### src/hw/fix_defines.svh
/*
 * fix parser constants
 * delimiter characters and the lane none code
 * tag and value limits, pair queue depth
 */
`ifndef FIX_DEFINES_SVH
`define FIX_DEFINES_SVH

// field delimiter and tag/value separator
`define FIX_SOH_CHAR 8'h01
`define FIX_SEP_CHAR 8'h3D

// lane code for a delimiter absent from the word
`define FIX_POS_NONE 3'd7

// longest value in bytes, longest tag in digits
`define FIX_VALUE_BYTES 8
`define FIX_TAG_DIGITS 4

// entries of the pair queue
`define FIX_QUEUE_DEPTH 4

`endif

### src/hw/fix_proto_pkg.sv
/*
 * protocol types of the fix parser
 * delimiter lane position and field parse state
 */
package fix_proto_pkg;

	// byte lanes per bus word, lane 3 holds the first byte
	localparam int LANES = 4;

	// lane 3..0 of a delimiter, or the none code
	typedef logic [2:0] lane_pos_t;

	// parse state carried from word to word
	// SKIP drops bytes after an error until the next SOH
	typedef enum logic [1:0] {
		IN_TAG   = 2'd0,
		IN_VALUE = 2'd1,
		SKIP     = 2'd2
	} field_state_e;

endpackage

### src/hw/fix_bus_pkg.sv
/*
 * wishbone side of the fix parser
 * register word addresses and status field layout
 */
package fix_bus_pkg;

	// word addresses, VAL_LO read pops the queue
	typedef enum logic [2:0] {
		REG_DATA    = 3'd0,
		REG_STATUS  = 3'd1,
		REG_TAG     = 3'd2,
		REG_VAL_HI  = 3'd3,
		REG_VAL_LO  = 3'd4,
		REG_VAL_LEN = 3'd5
	} reg_addr_e;

	// status word: count in 2:0, errors in 6:4
	localparam int COUNT_BITS = 3;
	localparam int ERR_BITS = 3;
	localparam int ERR_LSB = 4;

	// sticky error flag positions
	localparam int ERR_BAD_WORD = 0;
	localparam int ERR_BAD_TAG = 1;
	localparam int ERR_LONG_VAL = 2;

endpackage

### src/hw/fix_delim_finder.sv
/*
 * fix_delim_finder
 * lane of the SOH and of the '=' in one bus word,
 * with a flag for words holding either one twice
 */
`timescale 1ns/1ps
`include "fix_defines.svh"

module fix_delim_finder (
	input  logic [31:0]              word_i,
	output fix_proto_pkg::lane_pos_t soh_pos_o,
	output fix_proto_pkg::lane_pos_t sep_pos_o,
	output logic                     bad_word_o
);
	import fix_proto_pkg::*;

	logic [LANES-1:0] soh_hit;
	logic [LANES-1:0] sep_hit;

	// one compare per byte lane
	always_comb begin
		for (int k = 0; k < LANES; k++) begin
			soh_hit[k] = (word_i[8*k +: 8] == `FIX_SOH_CHAR);
			sep_hit[k] = (word_i[8*k +: 8] == `FIX_SEP_CHAR);
		end
	end

	// encode the hit lane, none when absent
	always_comb begin
		soh_pos_o = `FIX_POS_NONE;
		sep_pos_o = `FIX_POS_NONE;
		for (int k = 0; k < LANES; k++) begin
			if (soh_hit[k])
				soh_pos_o = lane_pos_t'(k);
			if (sep_hit[k])
				sep_pos_o = lane_pos_t'(k);
		end
	end

	// a second copy of either delimiter is outside the splitter cases
	assign bad_word_o = ($countones(soh_hit) > 1) || ($countones(sep_hit) > 1);

endmodule

### src/hw/fix_field_splitter.sv
/*
 * fix_field_splitter
 * splits one word into tag and value lanes around the delimiters
 * and reports which field the word leaves open
 */
`timescale 1ns/1ps
`include "fix_defines.svh"

module fix_field_splitter (
	input  logic [31:0]              data_i,
	input  fix_proto_pkg::lane_pos_t soh_i,
	input  fix_proto_pkg::lane_pos_t sep_i,
	input  logic                     tag_status_i,
	input  logic                     value_status_i,
	output logic [31:0]              out_o,
	output logic [3:0]               tag_valid_o,
	output logic [3:0]               value_valid_o,
	output logic                     tag_status_o,
	output logic                     value_status_o
);
	import fix_proto_pkg::*;

	logic soh_here;
	logic sep_here;
	// SOH sits in a later lane than '=', so a tag follows it
	logic soh_last;

	assign soh_here = (soh_i != `FIX_POS_NONE);
	assign sep_here = (sep_i != `FIX_POS_NONE);
	assign soh_last = (soh_i < sep_i);

	// field open at the end of the word
	always_comb begin
		case ({soh_here, sep_here})
			2'b11: begin
				tag_status_o = soh_last;
				value_status_o = !soh_last;
			end
			2'b10: begin
				tag_status_o = 1'b1;
				value_status_o = 1'b0;
			end
			2'b01: begin
				tag_status_o = 1'b0;
				value_status_o = 1'b1;
			end
			default: begin
				// no delimiter, the open field runs on
				tag_status_o = tag_status_i;
				value_status_o = value_status_i;
			end
		endcase
	end

	// per lane: delimiter, next field or continuation
	always_comb begin
		lane_pos_t lane;
		logic after_soh;
		logic after_sep;

		for (int k = LANES - 1; k >= 0; k--) begin
			lane = lane_pos_t'(k);
			after_soh = soh_here && (lane < soh_i);
			after_sep = sep_here && (lane < sep_i);
			out_o[8*k +: 8] = data_i[8*k +: 8];
			tag_valid_o[k] = 1'b0;
			value_valid_o[k] = 1'b0;
			if ((lane == soh_i) || (lane == sep_i)) begin
				out_o[8*k +: 8] = 8'h00;
			end else if (after_soh && after_sep) begin
				// past both, the later delimiter opened this field
				tag_valid_o[k] = soh_last;
				value_valid_o[k] = !soh_last;
			end else if (after_soh) begin
				tag_valid_o[k] = 1'b1;
			end else if (after_sep) begin
				value_valid_o[k] = 1'b1;
			end else begin
				// ahead of any delimiter, same field as before
				tag_valid_o[k] = tag_status_i;
				value_valid_o[k] = value_status_i;
			end
		end
	end

endmodule

### src/hw/fix_field_assembler.sv
/*
 * fix_field_assembler
 * field state, decimal tag and raw value accumulation,
 * pair push on the closing SOH, tag and length error pulses
 */
`timescale 1ns/1ps
`include "fix_defines.svh"

module fix_field_assembler (
	input  logic                             clk,
	input  logic                             reset_i,
	input  logic                             word_valid_i,
	input  logic                             bad_word_i,
	input  logic [31:0]                      out_i,
	input  logic [3:0]                       tag_valid_i,
	input  logic [3:0]                       value_valid_i,
	input  fix_proto_pkg::lane_pos_t         soh_pos_i,
	input  logic                             tag_status_i,
	input  logic                             value_status_i,
	output logic                             tag_status_o,
	output logic                             value_status_o,
	output logic                             pair_push_o,
	output logic [13:0]                      pair_tag_o,
	output logic [`FIX_VALUE_BYTES*8-1:0]    pair_value_o,
	output logic [3:0]                       pair_len_o,
	output logic                             err_tag_o,
	output logic                             err_len_o
);
	import fix_proto_pkg::*;

	field_state_e state, state_n;
	logic [13:0] tag_acc, tag_n;
	logic [2:0] digits, digits_n;
	logic [`FIX_VALUE_BYTES*8-1:0] val_acc, val_n;
	logic [3:0] len, len_n;
	logic push_n;
	logic err_tag_n;
	logic err_len_n;
	logic [13:0] push_tag;
	logic [`FIX_VALUE_BYTES*8-1:0] push_val;
	logic [3:0] push_len;

	// walk the lanes in stream order, lane 3 first
	always_comb begin
		logic [7:0] lane_byte;
		logic is_digit;

		state_n = state;
		tag_n = tag_acc;
		digits_n = digits;
		val_n = val_acc;
		len_n = len;
		push_n = 1'b0;
		err_tag_n = 1'b0;
		err_len_n = 1'b0;
		push_tag = tag_acc;
		push_val = val_acc;
		push_len = len;
		for (int k = LANES - 1; k >= 0; k--) begin
			lane_byte = out_i[8*k +: 8];
			is_digit = (lane_byte >= 8'h30) && (lane_byte <= 8'h39);
			if (lane_pos_t'(k) == soh_pos_i) begin
				// only a field that reached its value makes a pair
				push_n = (state_n == IN_VALUE);
				push_tag = tag_n;
				push_val = val_n;
				push_len = len_n;
				state_n = IN_TAG;
				tag_n = '0;
				digits_n = '0;
				val_n = '0;
				len_n = '0;
			end else if (state_n != SKIP) begin
				if (tag_valid_i[k]) begin
					if (!is_digit || (digits_n == `FIX_TAG_DIGITS)) begin
						err_tag_n = 1'b1;
						state_n = SKIP;
					end else begin
						tag_n = tag_n * 14'd10 + 14'(lane_byte - 8'h30);
						digits_n = digits_n + 3'd1;
					end
				end else if (value_valid_i[k]) begin
					if (len_n == `FIX_VALUE_BYTES) begin
						err_len_n = 1'b1;
						state_n = SKIP;
					end else begin
						val_n = {val_n[`FIX_VALUE_BYTES*8-9:0], lane_byte};
						len_n = len_n + 4'd1;
					end
				end else if (state_n == IN_TAG) begin
					// unmarked lane outside SKIP is the '='
					state_n = IN_VALUE;
				end
			end
		end
	end

	always_ff @(posedge clk) begin
		if (reset_i) begin
			state <= IN_TAG;
			tag_status_o <= 1'b1;
			value_status_o <= 1'b0;
			tag_acc <= '0;
			digits <= '0;
			val_acc <= '0;
			len <= '0;
			pair_push_o <= 1'b0;
			err_tag_o <= 1'b0;
			err_len_o <= 1'b0;
		end else begin
			pair_push_o <= 1'b0;
			err_tag_o <= 1'b0;
			err_len_o <= 1'b0;
			if (word_valid_i && bad_word_i) begin
				// open field is lost with the word
				state <= SKIP;
			end else if (word_valid_i) begin
				state <= state_n;
				tag_status_o <= tag_status_i;
				value_status_o <= value_status_i;
				tag_acc <= tag_n;
				digits <= digits_n;
				val_acc <= val_n;
				len <= len_n;
				pair_push_o <= push_n;
				err_tag_o <= err_tag_n;
				err_len_o <= err_len_n;
			end
		end
	end

	// pair payload, valid with pair_push_o
	always_ff @(posedge clk) begin
		if (word_valid_i && !bad_word_i && push_n) begin
			pair_tag_o <= push_tag;
			pair_value_o <= push_val;
			pair_len_o <= push_len;
		end
	end

endmodule

### src/hw/fix_wb_regs.sv
/*
 * fix_wb_regs
 * wishbone classic slave, register decode and ack,
 * DATA word hand-off, 4-entry pair queue, sticky errors
 */
`timescale 1ns/1ps
`include "fix_defines.svh"

module fix_wb_regs (
	input  logic                          clk,
	input  logic                          reset_i,
	input  logic                          cyc_i,
	input  logic                          stb_i,
	input  logic                          we_i,
	input  fix_bus_pkg::reg_addr_e        adr_i,
	input  logic [31:0]                   dat_i,
	output logic [31:0]                   dat_o,
	output logic                          ack_o,
	output logic [31:0]                   word_o,
	output logic                          word_valid_o,
	input  logic                          bad_word_i,
	input  logic                          pair_push_i,
	input  logic [13:0]                   pair_tag_i,
	input  logic [`FIX_VALUE_BYTES*8-1:0] pair_value_i,
	input  logic [3:0]                    pair_len_i,
	input  logic                          err_tag_i,
	input  logic                          err_len_i
);
	import fix_bus_pkg::*;

	logic [13:0] q_tag [`FIX_QUEUE_DEPTH];
	logic [`FIX_VALUE_BYTES*8-1:0] q_value [`FIX_QUEUE_DEPTH];
	logic [3:0] q_len [`FIX_QUEUE_DEPTH];
	logic [$clog2(`FIX_QUEUE_DEPTH)-1:0] wr_ptr, rd_ptr;
	logic [COUNT_BITS-1:0] count;
	logic [ERR_BITS-1:0] errors, err_set;
	logic req;
	logic room;
	logic accept;
	logic wr_word;
	logic pop;
	logic clr_err;
	logic [31:0] rd_data;

	// a new request, not the one being acked
	assign req = cyc_i && stb_i && !ack_o;
	// words and pushes still in the pipe also claim a slot
	assign room = (4'(count) + 4'(word_valid_o) + 4'(pair_push_i)) < 4'(`FIX_QUEUE_DEPTH);
	assign accept = req && (!we_i || (adr_i != REG_DATA) || room);
	assign wr_word = accept && we_i && (adr_i == REG_DATA);
	assign pop = accept && !we_i && (adr_i == REG_VAL_LO) && (count != '0);
	assign clr_err = accept && we_i && (adr_i == REG_STATUS);

	always_comb begin
		err_set = '0;
		err_set[ERR_BAD_WORD] = word_valid_o && bad_word_i;
		err_set[ERR_BAD_TAG] = err_tag_i;
		err_set[ERR_LONG_VAL] = err_len_i;
	end

	// read data from the queue head
	always_comb begin
		rd_data = '0;
		case (adr_i)
			REG_STATUS: begin
				rd_data[COUNT_BITS-1:0] = count;
				rd_data[ERR_LSB +: ERR_BITS] = errors;
			end
			REG_TAG:     rd_data[13:0] = q_tag[rd_ptr];
			REG_VAL_HI:  rd_data = q_value[rd_ptr][63:32];
			REG_VAL_LO:  rd_data = q_value[rd_ptr][31:0];
			REG_VAL_LEN: rd_data[3:0] = q_len[rd_ptr];
			default:     rd_data = '0;
		endcase
	end

	always_ff @(posedge clk) begin
		if (reset_i) begin
			ack_o <= 1'b0;
			word_valid_o <= 1'b0;
			wr_ptr <= '0;
			rd_ptr <= '0;
			count <= '0;
			errors <= '0;
		end else begin
			ack_o <= accept;
			word_valid_o <= wr_word;
			if (pair_push_i)
				wr_ptr <= wr_ptr + 1'b1;
			if (pop)
				rd_ptr <= rd_ptr + 1'b1;
			count <= count + COUNT_BITS'(pair_push_i) - COUNT_BITS'(pop);
			// new errors win over a clear in the same cycle
			errors <= (clr_err ? '0 : errors) | err_set;
		end
	end

	always_ff @(posedge clk) begin
		if (wr_word)
			word_o <= dat_i;
		if (accept)
			dat_o <= rd_data;
		if (pair_push_i) begin
			q_tag[wr_ptr] <= pair_tag_i;
			q_value[wr_ptr] <= pair_value_i;
			q_len[wr_ptr] <= pair_len_i;
		end
	end

endmodule

### src/hw/fix_parser_top.sv
/*
 * fix_parser_top
 * register block, delimiter finder, field splitter
 * and field assembler of the fix parser
 */
`timescale 1ns/1ps
`include "fix_defines.svh"

module fix_parser_top (
	input  logic                   clk,
	input  logic                   reset_i,
	input  logic                   cyc_i,
	input  logic                   stb_i,
	input  logic                   we_i,
	input  fix_bus_pkg::reg_addr_e adr_i,
	input  logic [31:0]            dat_i,
	output logic [31:0]            dat_o,
	output logic                   ack_o
);
	import fix_proto_pkg::*;

	logic [31:0] word;
	logic word_valid;
	lane_pos_t soh_pos, sep_pos;
	logic bad_word;
	logic [31:0] field_data;
	logic [3:0] tag_valid, value_valid;
	// splitter result and the assembler's registered copy
	logic tag_status_n, value_status_n;
	logic tag_status_q, value_status_q;
	logic pair_push;
	logic [13:0] pair_tag;
	logic [`FIX_VALUE_BYTES*8-1:0] pair_value;
	logic [3:0] pair_len;
	logic err_tag, err_len;

	fix_wb_regs fix_wb_regs_i (
		.clk          (clk),
		.reset_i      (reset_i),
		.cyc_i        (cyc_i),
		.stb_i        (stb_i),
		.we_i         (we_i),
		.adr_i        (adr_i),
		.dat_i        (dat_i),
		.dat_o        (dat_o),
		.ack_o        (ack_o),
		.word_o       (word),
		.word_valid_o (word_valid),
		.bad_word_i   (bad_word),
		.pair_push_i  (pair_push),
		.pair_tag_i   (pair_tag),
		.pair_value_i (pair_value),
		.pair_len_i   (pair_len),
		.err_tag_i    (err_tag),
		.err_len_i    (err_len)
	);

	fix_delim_finder fix_delim_finder_i (
		.word_i     (word),
		.soh_pos_o  (soh_pos),
		.sep_pos_o  (sep_pos),
		.bad_word_o (bad_word)
	);

	fix_field_splitter fix_field_splitter_i (
		.data_i         (word),
		.soh_i          (soh_pos),
		.sep_i          (sep_pos),
		.tag_status_i   (tag_status_q),
		.value_status_i (value_status_q),
		.out_o          (field_data),
		.tag_valid_o    (tag_valid),
		.value_valid_o  (value_valid),
		.tag_status_o   (tag_status_n),
		.value_status_o (value_status_n)
	);

	fix_field_assembler fix_field_assembler_i (
		.clk            (clk),
		.reset_i        (reset_i),
		.word_valid_i   (word_valid),
		.bad_word_i     (bad_word),
		.out_i          (field_data),
		.tag_valid_i    (tag_valid),
		.value_valid_i  (value_valid),
		.soh_pos_i      (soh_pos),
		.tag_status_i   (tag_status_n),
		.value_status_i (value_status_n),
		.tag_status_o   (tag_status_q),
		.value_status_o (value_status_q),
		.pair_push_o    (pair_push),
		.pair_tag_o     (pair_tag),
		.pair_value_o   (pair_value),
		.pair_len_o     (pair_len),
		.err_tag_o      (err_tag),
		.err_len_o      (err_len)
	);

endmodule

### config.mk
export PLATFORM = sky130hd
export DESIGN_NAME = fix_parser_top
export DESIGN_NICKNAME = d
export VERILOG_FILES = /design/src/hw/fix_proto_pkg.sv /design/src/hw/fix_bus_pkg.sv /design/src/hw/fix_delim_finder.sv /design/src/hw/fix_field_splitter.sv /design/src/hw/fix_field_assembler.sv /design/src/hw/fix_wb_regs.sv /design/src/hw/fix_parser_top.sv
export VERILOG_INCLUDE_DIRS = /design/src /design/src/hw
export SDC_FILE = /design/constraint.sdc
export NUM_CORES = 1
export LEC_CHECK = 0
export BUFFER_PORTS_ARGS = -buffer_cell sky130_fd_sc_hd__buf_2
export CORE_ASPECT_RATIO = 0.7
export CORE_MARGIN = 2
export CORE_UTILIZATION = 60
export CTS_BUF_LIST = sky130_fd_sc_hd__clkbuf_8
export DETAILED_ROUTE_END_ITERATION = 6
export PLACE_DENSITY = 0.77
export SLEW_MARGIN = 15
export SYNTH_ARGS = -nofsm -noshare
export SYNTH_HDL_FRONTEND = slang
export SYNTH_SLANG_ARGS = --single-unit
### constraint.sdc
create_clock -name clk -period 19.7 [get_ports clk]
set_input_delay 2.955 -clock clk [delete_from_list [all_inputs] [get_ports clk]]
set_output_delay 2.955 -clock clk [all_outputs]
set_load 0.03 [all_outputs]
## Word level (Yosys, flattened, before mapping)

Memories as Yosys holds them, arrays and structs flattened. A register that Yosys moved wholly into a read port is not among the register bits.
Index checks and enable logic that the tools add are counted.

- Multiply operators: 4
- Eq/ne operators: 40
- Multiplexer cells: 211
- $lt $le $gt $ge: 20
- Bitwise gates (word level): 3
- Reduce and logical (&&, ||, !) cells: 62
- Add/subtract/negate cells: 28

Operators with widths:

| operator | number |
|---|---|
| $mux W64 | 23 |
| $mux W14 | 19 |
| $mux W4 | 23 |
| $mux W3 | 25 |
| $mux W1 | 74 |
| $mux W2 | 36 |
| $add A32 B32 Y32 | 2 |
| $gt A32 B2 Y1 const B | 2 |
| $add A14 B14 Y14 | 4 |
| $mul A14 B3 Y13 const B | 4 |
| $pmux W18 S2 | 1 |
| $sub A8 B6 Y9 const B | 4 |
| $eq A8 B1 Y1 const B | 4 |
| $eq A8 B6 Y1 const B | 4 |
| $ge A8 B6 Y1 const B | 4 |
| $le A8 B6 Y1 const B | 4 |
| $mux W8 | 4 |
| $logic_and A1 B1 Y1 | 28 |
| $pmux W7 S3 | 1 |
| $eq A3 B3 Y1 const B | 6 |
| $add A4 B1 Y4 const B | 4 |
| $eq A4 B4 Y1 const B | 4 |
| $pmux W3 S5 | 1 |
| $add A3 B1 Y3 const B | 4 |
| 33 further kinds | 83 |

- Bits in registers: 250
- Logic and storage cells: 393
- Bits in writable memories: 328
- Output and inout bits: 33
- Memories kept: 3
- Input port bits: 40

Memory list:

| name | depth | bits a word | read ports | clocked after memory_dff | wr ports | line | RTL |
|---|---|---|---|---|---|---|---|
| fix_wb_regs_i.q_value | 4 | 64 | 1 | 1 | 1 | fix_wb_regs.sv:32 | `` logic [`FIX_VALUE_BYTES*8-1:0] q_value [`FIX_QUEUE_DEPTH]; `` |
| fix_wb_regs_i.q_tag | 4 | 14 | 1 | 1 | 1 | fix_wb_regs.sv:31 | `` logic [13:0] q_tag [`FIX_QUEUE_DEPTH]; `` |
| fix_wb_regs_i.q_len | 4 | 4 | 1 | 1 | 1 | fix_wb_regs.sv:33 | `` logic [3:0] q_len [`FIX_QUEUE_DEPTH]; `` |

## Depth between registers and ports, before layout

- Word-level depth: 36
- Depth in mapped cells: 56
- Gate-level depth less buffers: 52

## Modules after synthesis

Synthesis repeated with hierarchy kept, for this count alone.

- Cells, all modules: 2937
- Area total of the unflattened synthesis: 32583.8 um^2

Modules (own cells, without submodules):

| module | sequential area each (um^2) | times used | area an instance (um^2) | cells each |
|---|---|---|---|---|
| fix_field_assembler | 4304.1 | 1 | 16753.6 | 2142 |
| fix_wb_regs | 12051.6 | 1 | 14976.9 | 660 |
| fix_field_splitter | 0.0 | 1 | 559.3 | 94 |
| fix_delim_finder | 0.0 | 1 | 294.0 | 41 |

## Least setup slack after synthesis

OpenSTA, ideal clock, no wires.

- Path type: register to register
- From: register fix_wb_regs_i.word_o[6]
- To: register fix_field_assembler_i.pair_len_o[0] (enable)
- Library setup time: 0.623 ns
- Cell stages (with the launch flop): 36
- Buffers on the path: 5
- Period minus slack after synthesis: 13.478 ns
- Data arrival time: 12.855 ns
- Data required time: 19.077 ns
- Setup slack: 6.222 ns
- Cell sequence: edfxtp_1 -> or2_2 -> nor3b_1 -> nand2_1 -> ha_1 -> a221oi_1 -> inv_1 -> clkbuf_1 -> clkbuf_1 -> ha_1 -> and3_1 -> a2111oi_2 -> a21o_1 -> nand3_1 -> clkbuf_1 -> mux2i_1 -> nor2_1 -> inv_1 -> ha_1 -> nand3_1 -> a41o_1 -> nand3_1 -> a211oi_1 -> buf_2 -> buf_2 -> mux2i_1 -> nor2_1 -> inv_1 -> ha_1 -> and3_1 -> mux2i_4 -> a21o_1 -> o211a_2 -> nand2_1 -> o21a_1 -> nor3_1

- Longest elaborated chain between the ends: 31
- Elaborated cells on any way between the ends: 144
- Classes of those cells: 6 x add/sub; 15 x order compare; 19 x eq/ne; 75 x mux; 29 x reduce/logical

RTL lines:

| element | line | RTL |
|---|---|---|
| from (decl) | fix_wb_regs.sv:19 | `output logic [31:0] word_o,` |
| from (signal assigned) | fix_wb_regs.sv:100 | `word_o <= dat_i;` |
| branches (longest 30 deep; another with $ge A8 B6 Y1) | - |  |
| $logic_and A1 B1 Y1 (*) | fix_field_assembler.sv:134 | `if (word_valid_i && !bad_word_i && push_n) begin` |
| to (signal assigned) | fix_field_assembler.sv:137 | `pair_len_o <= push_len;` |
| to (decl) | fix_field_assembler.sv:25 | `output logic [3:0] pair_len_o,` |

Mark *: on every way between the ends.
A chain may end at the register's enable or synchronous reset.

## Worst setup path in the final report

- From: register fix_wb_regs_i.word_o[7]
- To: register fix_field_assembler_i.tag_acc[13]

- Longest elaborated chain between the ends: 34
- Elaborated cells on any way between the ends: 188
- Classes of those cells: 15 x add/sub; 3 x mul; 19 x order compare; 18 x eq/ne; 96 x mux; 1 x bitwise; 36 x reduce/logical

RTL lines:

| element | line | RTL |
|---|---|---|
| branches (longest 34 deep; another with $add A14 B14 Y14) | - |  |
| to (signal assigned) | fix_field_assembler.sv:121 | `tag_acc <= tag_n;` |
| to (decl) | fix_field_assembler.sv:32 | `logic [13:0] tag_acc, tag_n;` |

Several ways; the timed one is not identified.

==> impl_metrics.py <==
metrics = {
    "timing": {
        "final_hold_viol_count": 0,
        "fin_skew_ns": 0.0563,
        "setup-tns-final_ns": 0,
        "min_period_ns": 13.10,
        "setup_viol": 0,
        "slew_viol_final": 0,
        "timing.final.ws_setup_ns": 6.60,
        "rsz0062_at_grt": "no",
        "relSlewSlack_pct": 19.1,
        "worst_pin_slew_ns": 1.20,
        "max_freq_ghz": 0.0764,
        "min_period_over_period_pct": 66.5,
    },
    "yosys": {
        "synth_ff_type": "edfxtp_1",
        "yosysWarnings": 0,
        "syn_nets": 3288,
        "synth_cell_types": 106,
        "synth.top_cells.by_area": "edfxtp_1, dfxtp_1, ha_1, mux4_2, mux2i_1",
        "ys_async_sr_fraction_pct": 0,
        "synth_area_mm2": 0.0336,
        "seq_area_frac_synth_pct": 48.7,
        "synth_edf_count": 474,
        "synth_top_cell_area_share_pct": 42.4,
        "avgSynthCellArea_um2": 10.9,
        "synth_area_leader_cell": "edfxtp_1",
        "synth-seq-cells": 580,
        "syn_inst": 3072,
    },
    "global_routing": {
        "grt_pass1_wl_um": 152000,
        "grt_pass1_vias": 24900,
        "grt_max_degree": 112,
        "grtUsageTotal_pct": 34.6,
        "antenna_found_initial": 6,
        "grt.met1_usage_pct": 52.4,
        "grt_overflow": 0,
        "grt_use_met3_pct": 12.6,
        "busiest_layer": "met1",
        "gr-usage-met2_pct": 46.6,
    },
    "detailed_routing": {
        "num_vias": 26200,
        "drcViolationCount": 7,
        "via_per_inst": 6.72,
        "drt-wirelength-per-cell_um": 25.7,
        "first_pass_iters": 7,
        "drt_iter0_markers": 3466,
        "postRouteWirelength_um": 100000,
        "antenna_left": 0,
    },
    "floorplanning": {
        "die_h_um": 202,
        "core_region_area_mm2": 0.0552,
        "num_io_pins": 73,
        "die_area_mm2": 0.0579,
        "rows": 72,
        "die_w_um": 287,
        "start_util_pct": 60.8,
    },
    "worst_setup_path": {
        "cp-start-kind": "flop",
        "crit_type": "reg2reg",
        "setup.worst_path.start": "fix_wb_regs_i.word_o[7]",
        "required_ns": 20.31,
        "worstPathMaxFanout": 15,
        "crit_path_max_incr_delay_ns": 0.68,
        "timing.rr.start": "fix_wb_regs_i.word_o[7]",
        "cp-end-kind": "flop",
        "slowest_stage": "nand3_1",
        "crit_top_cell": "ha_1",
        "cp.arrival_ns": 13.70,
    },
    "placement": {
        "dp_hpwl_um": 70300,
        "portBuffers": 72,
        "routabilityCongestion": 1.01,
        "place_ws_ns": 6.90,
    },
    "pwr": {
        "sequentialPowerShare_pct": 57.9,
        "p_sw_share_pct": 22.2,
        "power_density_mw_per_mm2": 62.8,
        "share_comb_of_total_power_pct": 1.7,
        "ir_drop_v": 0.0000584,
        "total_power_mw": 2.27,
        "pwr-share-clk_pct": 40.4,
        "p_leak_nw": 13.3,
        "p_sw_mw": 0.503,
        "p_int_mw": 1.77,
    },
    "worst_hold_path": {
        "hp-start": "fix_field_assembler_i.err_tag_o",
        "hp-class": "reg2reg",
    },
    "run_status": {
        "status": "finished, violations left",
        "violations": "design-rule violations",
    },
    "clock_tree": {
        "cts_tree": "built",
        "cts_sinks": 580,
        "ctsLongestPathBuffers": 3,
        "cts_setup_buffers": 0,
        "clk_pin_slew_worst_paths_ns": 0.07,
        "clk_latency_ns": 0.71,
        "clockRootBuffer": "clkbuf_8",
        "postCtsHoldBufs": 0,
        "cts_buffers": 85,
        "h-tree-depth": 3,
        "cts_resized": 0,
    },
    "job": {
        "maxCapViolCount": 0,
    },
    "final_layout": {
        "drive_gt1_share_pct": 13.2,
        "nets": 3308,
        "area_growth_pct": 7.68,
    },
}
[cells by family (layout without fill, tap and decap cells)]
logic type,count (synthesis),after routing,synth area share [%]
other cells,0,1,0
mux,251,251,10.6
flops,580,580,48.7
fa+ha+maj,176,176,6.81
simple gates,933,933,13.0
buf+inv,313,397,3.83
xor+xnor,101,101,2.68
compound gates,718,718,14.3
[final timing paths]
path / to / slack (ns) / cells past startpoint
hold reg to reg: fix_wb_regs_i.errors[1] / 0.46 / 2
setup reg to reg: fix_field_assembler_i.tag_acc[13] / 6.60 / 48
setup / recovery: fix_field_assembler_i.tag_acc[13] / 6.60 / 48
hold / removal: fix_wb_regs_i.errors[1] / 0.46 / 2
[worst max-delay path: cells and delay by family, from the launching register on]
family / cells / cell delay, ns
AO/OA/AOI/OAI: 13 / 2.87
XOR/XNOR: 4 / 0.52
adder cells (fa/ha/maj): 12 / 3.84
flip-flops: 1 / 0.45
multiplexers: 2 / 0.38
AND/OR/NAND/NOR: 17 / 4.92
[registers in the layout, summed over array words and instances (netlist names), 2 cells and up, named ones only]
signal                              cells
fix_wb_regs_i.q_value                 256
fix_field_assembler_i.pair_value_o     64
fix_field_assembler_i.val_acc          64
fix_wb_regs_i.q_tag                    56
fix_wb_regs_i.dat_o                    32
fix_wb_regs_i.word_o                   32
fix_wb_regs_i.q_len                    16
fix_field_assembler_i.pair_tag_o       14
fix_field_assembler_i.tag_acc          14
fix_field_assembler_i.len               4
fix_field_assembler_i.pair_len_o        4
fix_field_assembler_i.digits            3
fix_wb_regs_i.count                     3
fix_wb_regs_i.errors                    3
fix_field_assembler_i.state             2
fix_wb_regs_i.rd_ptr                    2
fix_wb_regs_i.wr_ptr                    2
[cells in the mapped netlist (all sizes together) (16+ instances only)]
library cell / number
edfxtp: 474
nand2: 298
nor2: 240
a21oi: 222
nand3: 194
ha: 165
o21ai: 156
mux2i: 151
inv: 124
clkbuf: 118
dfxtp: 106
mux4: 82
xnor2: 77
buf: 71
nor3: 45
a21o: 36
a22oi: 33
and2: 33
a221oi: 29
a211oi: 27
xor2: 23
nor2b: 22
a32o: 21
o211ai: 21
mux2: 18
a31oi: 16
[area by class of cell]
cell class	instances	area (µm²)
inverter	124	465
antenna	1	2.50
multi-input combinational	2179	16000
clock inverter	61	333
timing repair buffer	122	761
fill	4110	19100
sequential	580	16400
clock buffer	90	1240
tap	740	926
[per-stage QoR]
stage | utilization, % | cells | hold slack, ns | cell area (µm²)
6_report | 65.4 | 3897 | 0.461 | 36100
2_1_floorplan | - | 3072 | 0.413 | 33600
5_1_grt | 65.4 | 3896 | 0.472 | 36100
4_1_cts | 65.4 | 3895 | 0.455 | 36100
3_5_place_dp | 62.5 | 3744 | 0.456 | 34500
3_3_place_gp | 62.5 | 3744 | 0.424 | 34500
[power by group through the flow]
stage	Clock [mW]	Sequential, mW	Combinational, mW
after floorplan	0	1.35	0.0165
after global placement	0	1.34	0.0370
after detailed placement	0	1.34	0.0379
after CTS	0.933	1.31	0.0381
after global routing	0.979	1.31	0.0411
final	0.916	1.31	0.0387
[layer usage]
| layer | wire (µm) | vias to the layer above | part of all wire (%) |
|---|---|---|---|
| met5 | 26 | - | 0.026 |
| met1 | 42900 | 12600 | 43 |
| met4 | 2440 | 4 | 2.4 |
| met2 | 40200 | 1697 | 40 |
| li1 | - | 11600 | - |
| met3 | 14600 | 216 | 15 |
[cells in the final DEF (no fill, tap or decap), types with 28 or more instances in the layout]
cell / netlist / routed
edfxtp_1: 474 / 474
nand2_1: 297 / 296
nor2_1: 238 / 233
a21oi_1: 217 / 217
nand3_1: 193 / 193
ha_1: 165 / 164
mux2i_1: 150 / 150
inv_1: 122 / 148
o21ai_0: 139 / 138
dfxtp_1: 106 / 104
clkbuf_8: 0 / 90
mux4_2: 82 / 82
xnor2_1: 77 / 76
buf_2: 37 / 72
buf_4: 4 / 48
nor3_1: 44 / 43
a21o_1: 35 / 35
a22oi_1: 33 / 33
and2_1: 33 / 28
No activity file was read; power rests on OpenSTA's default activity.
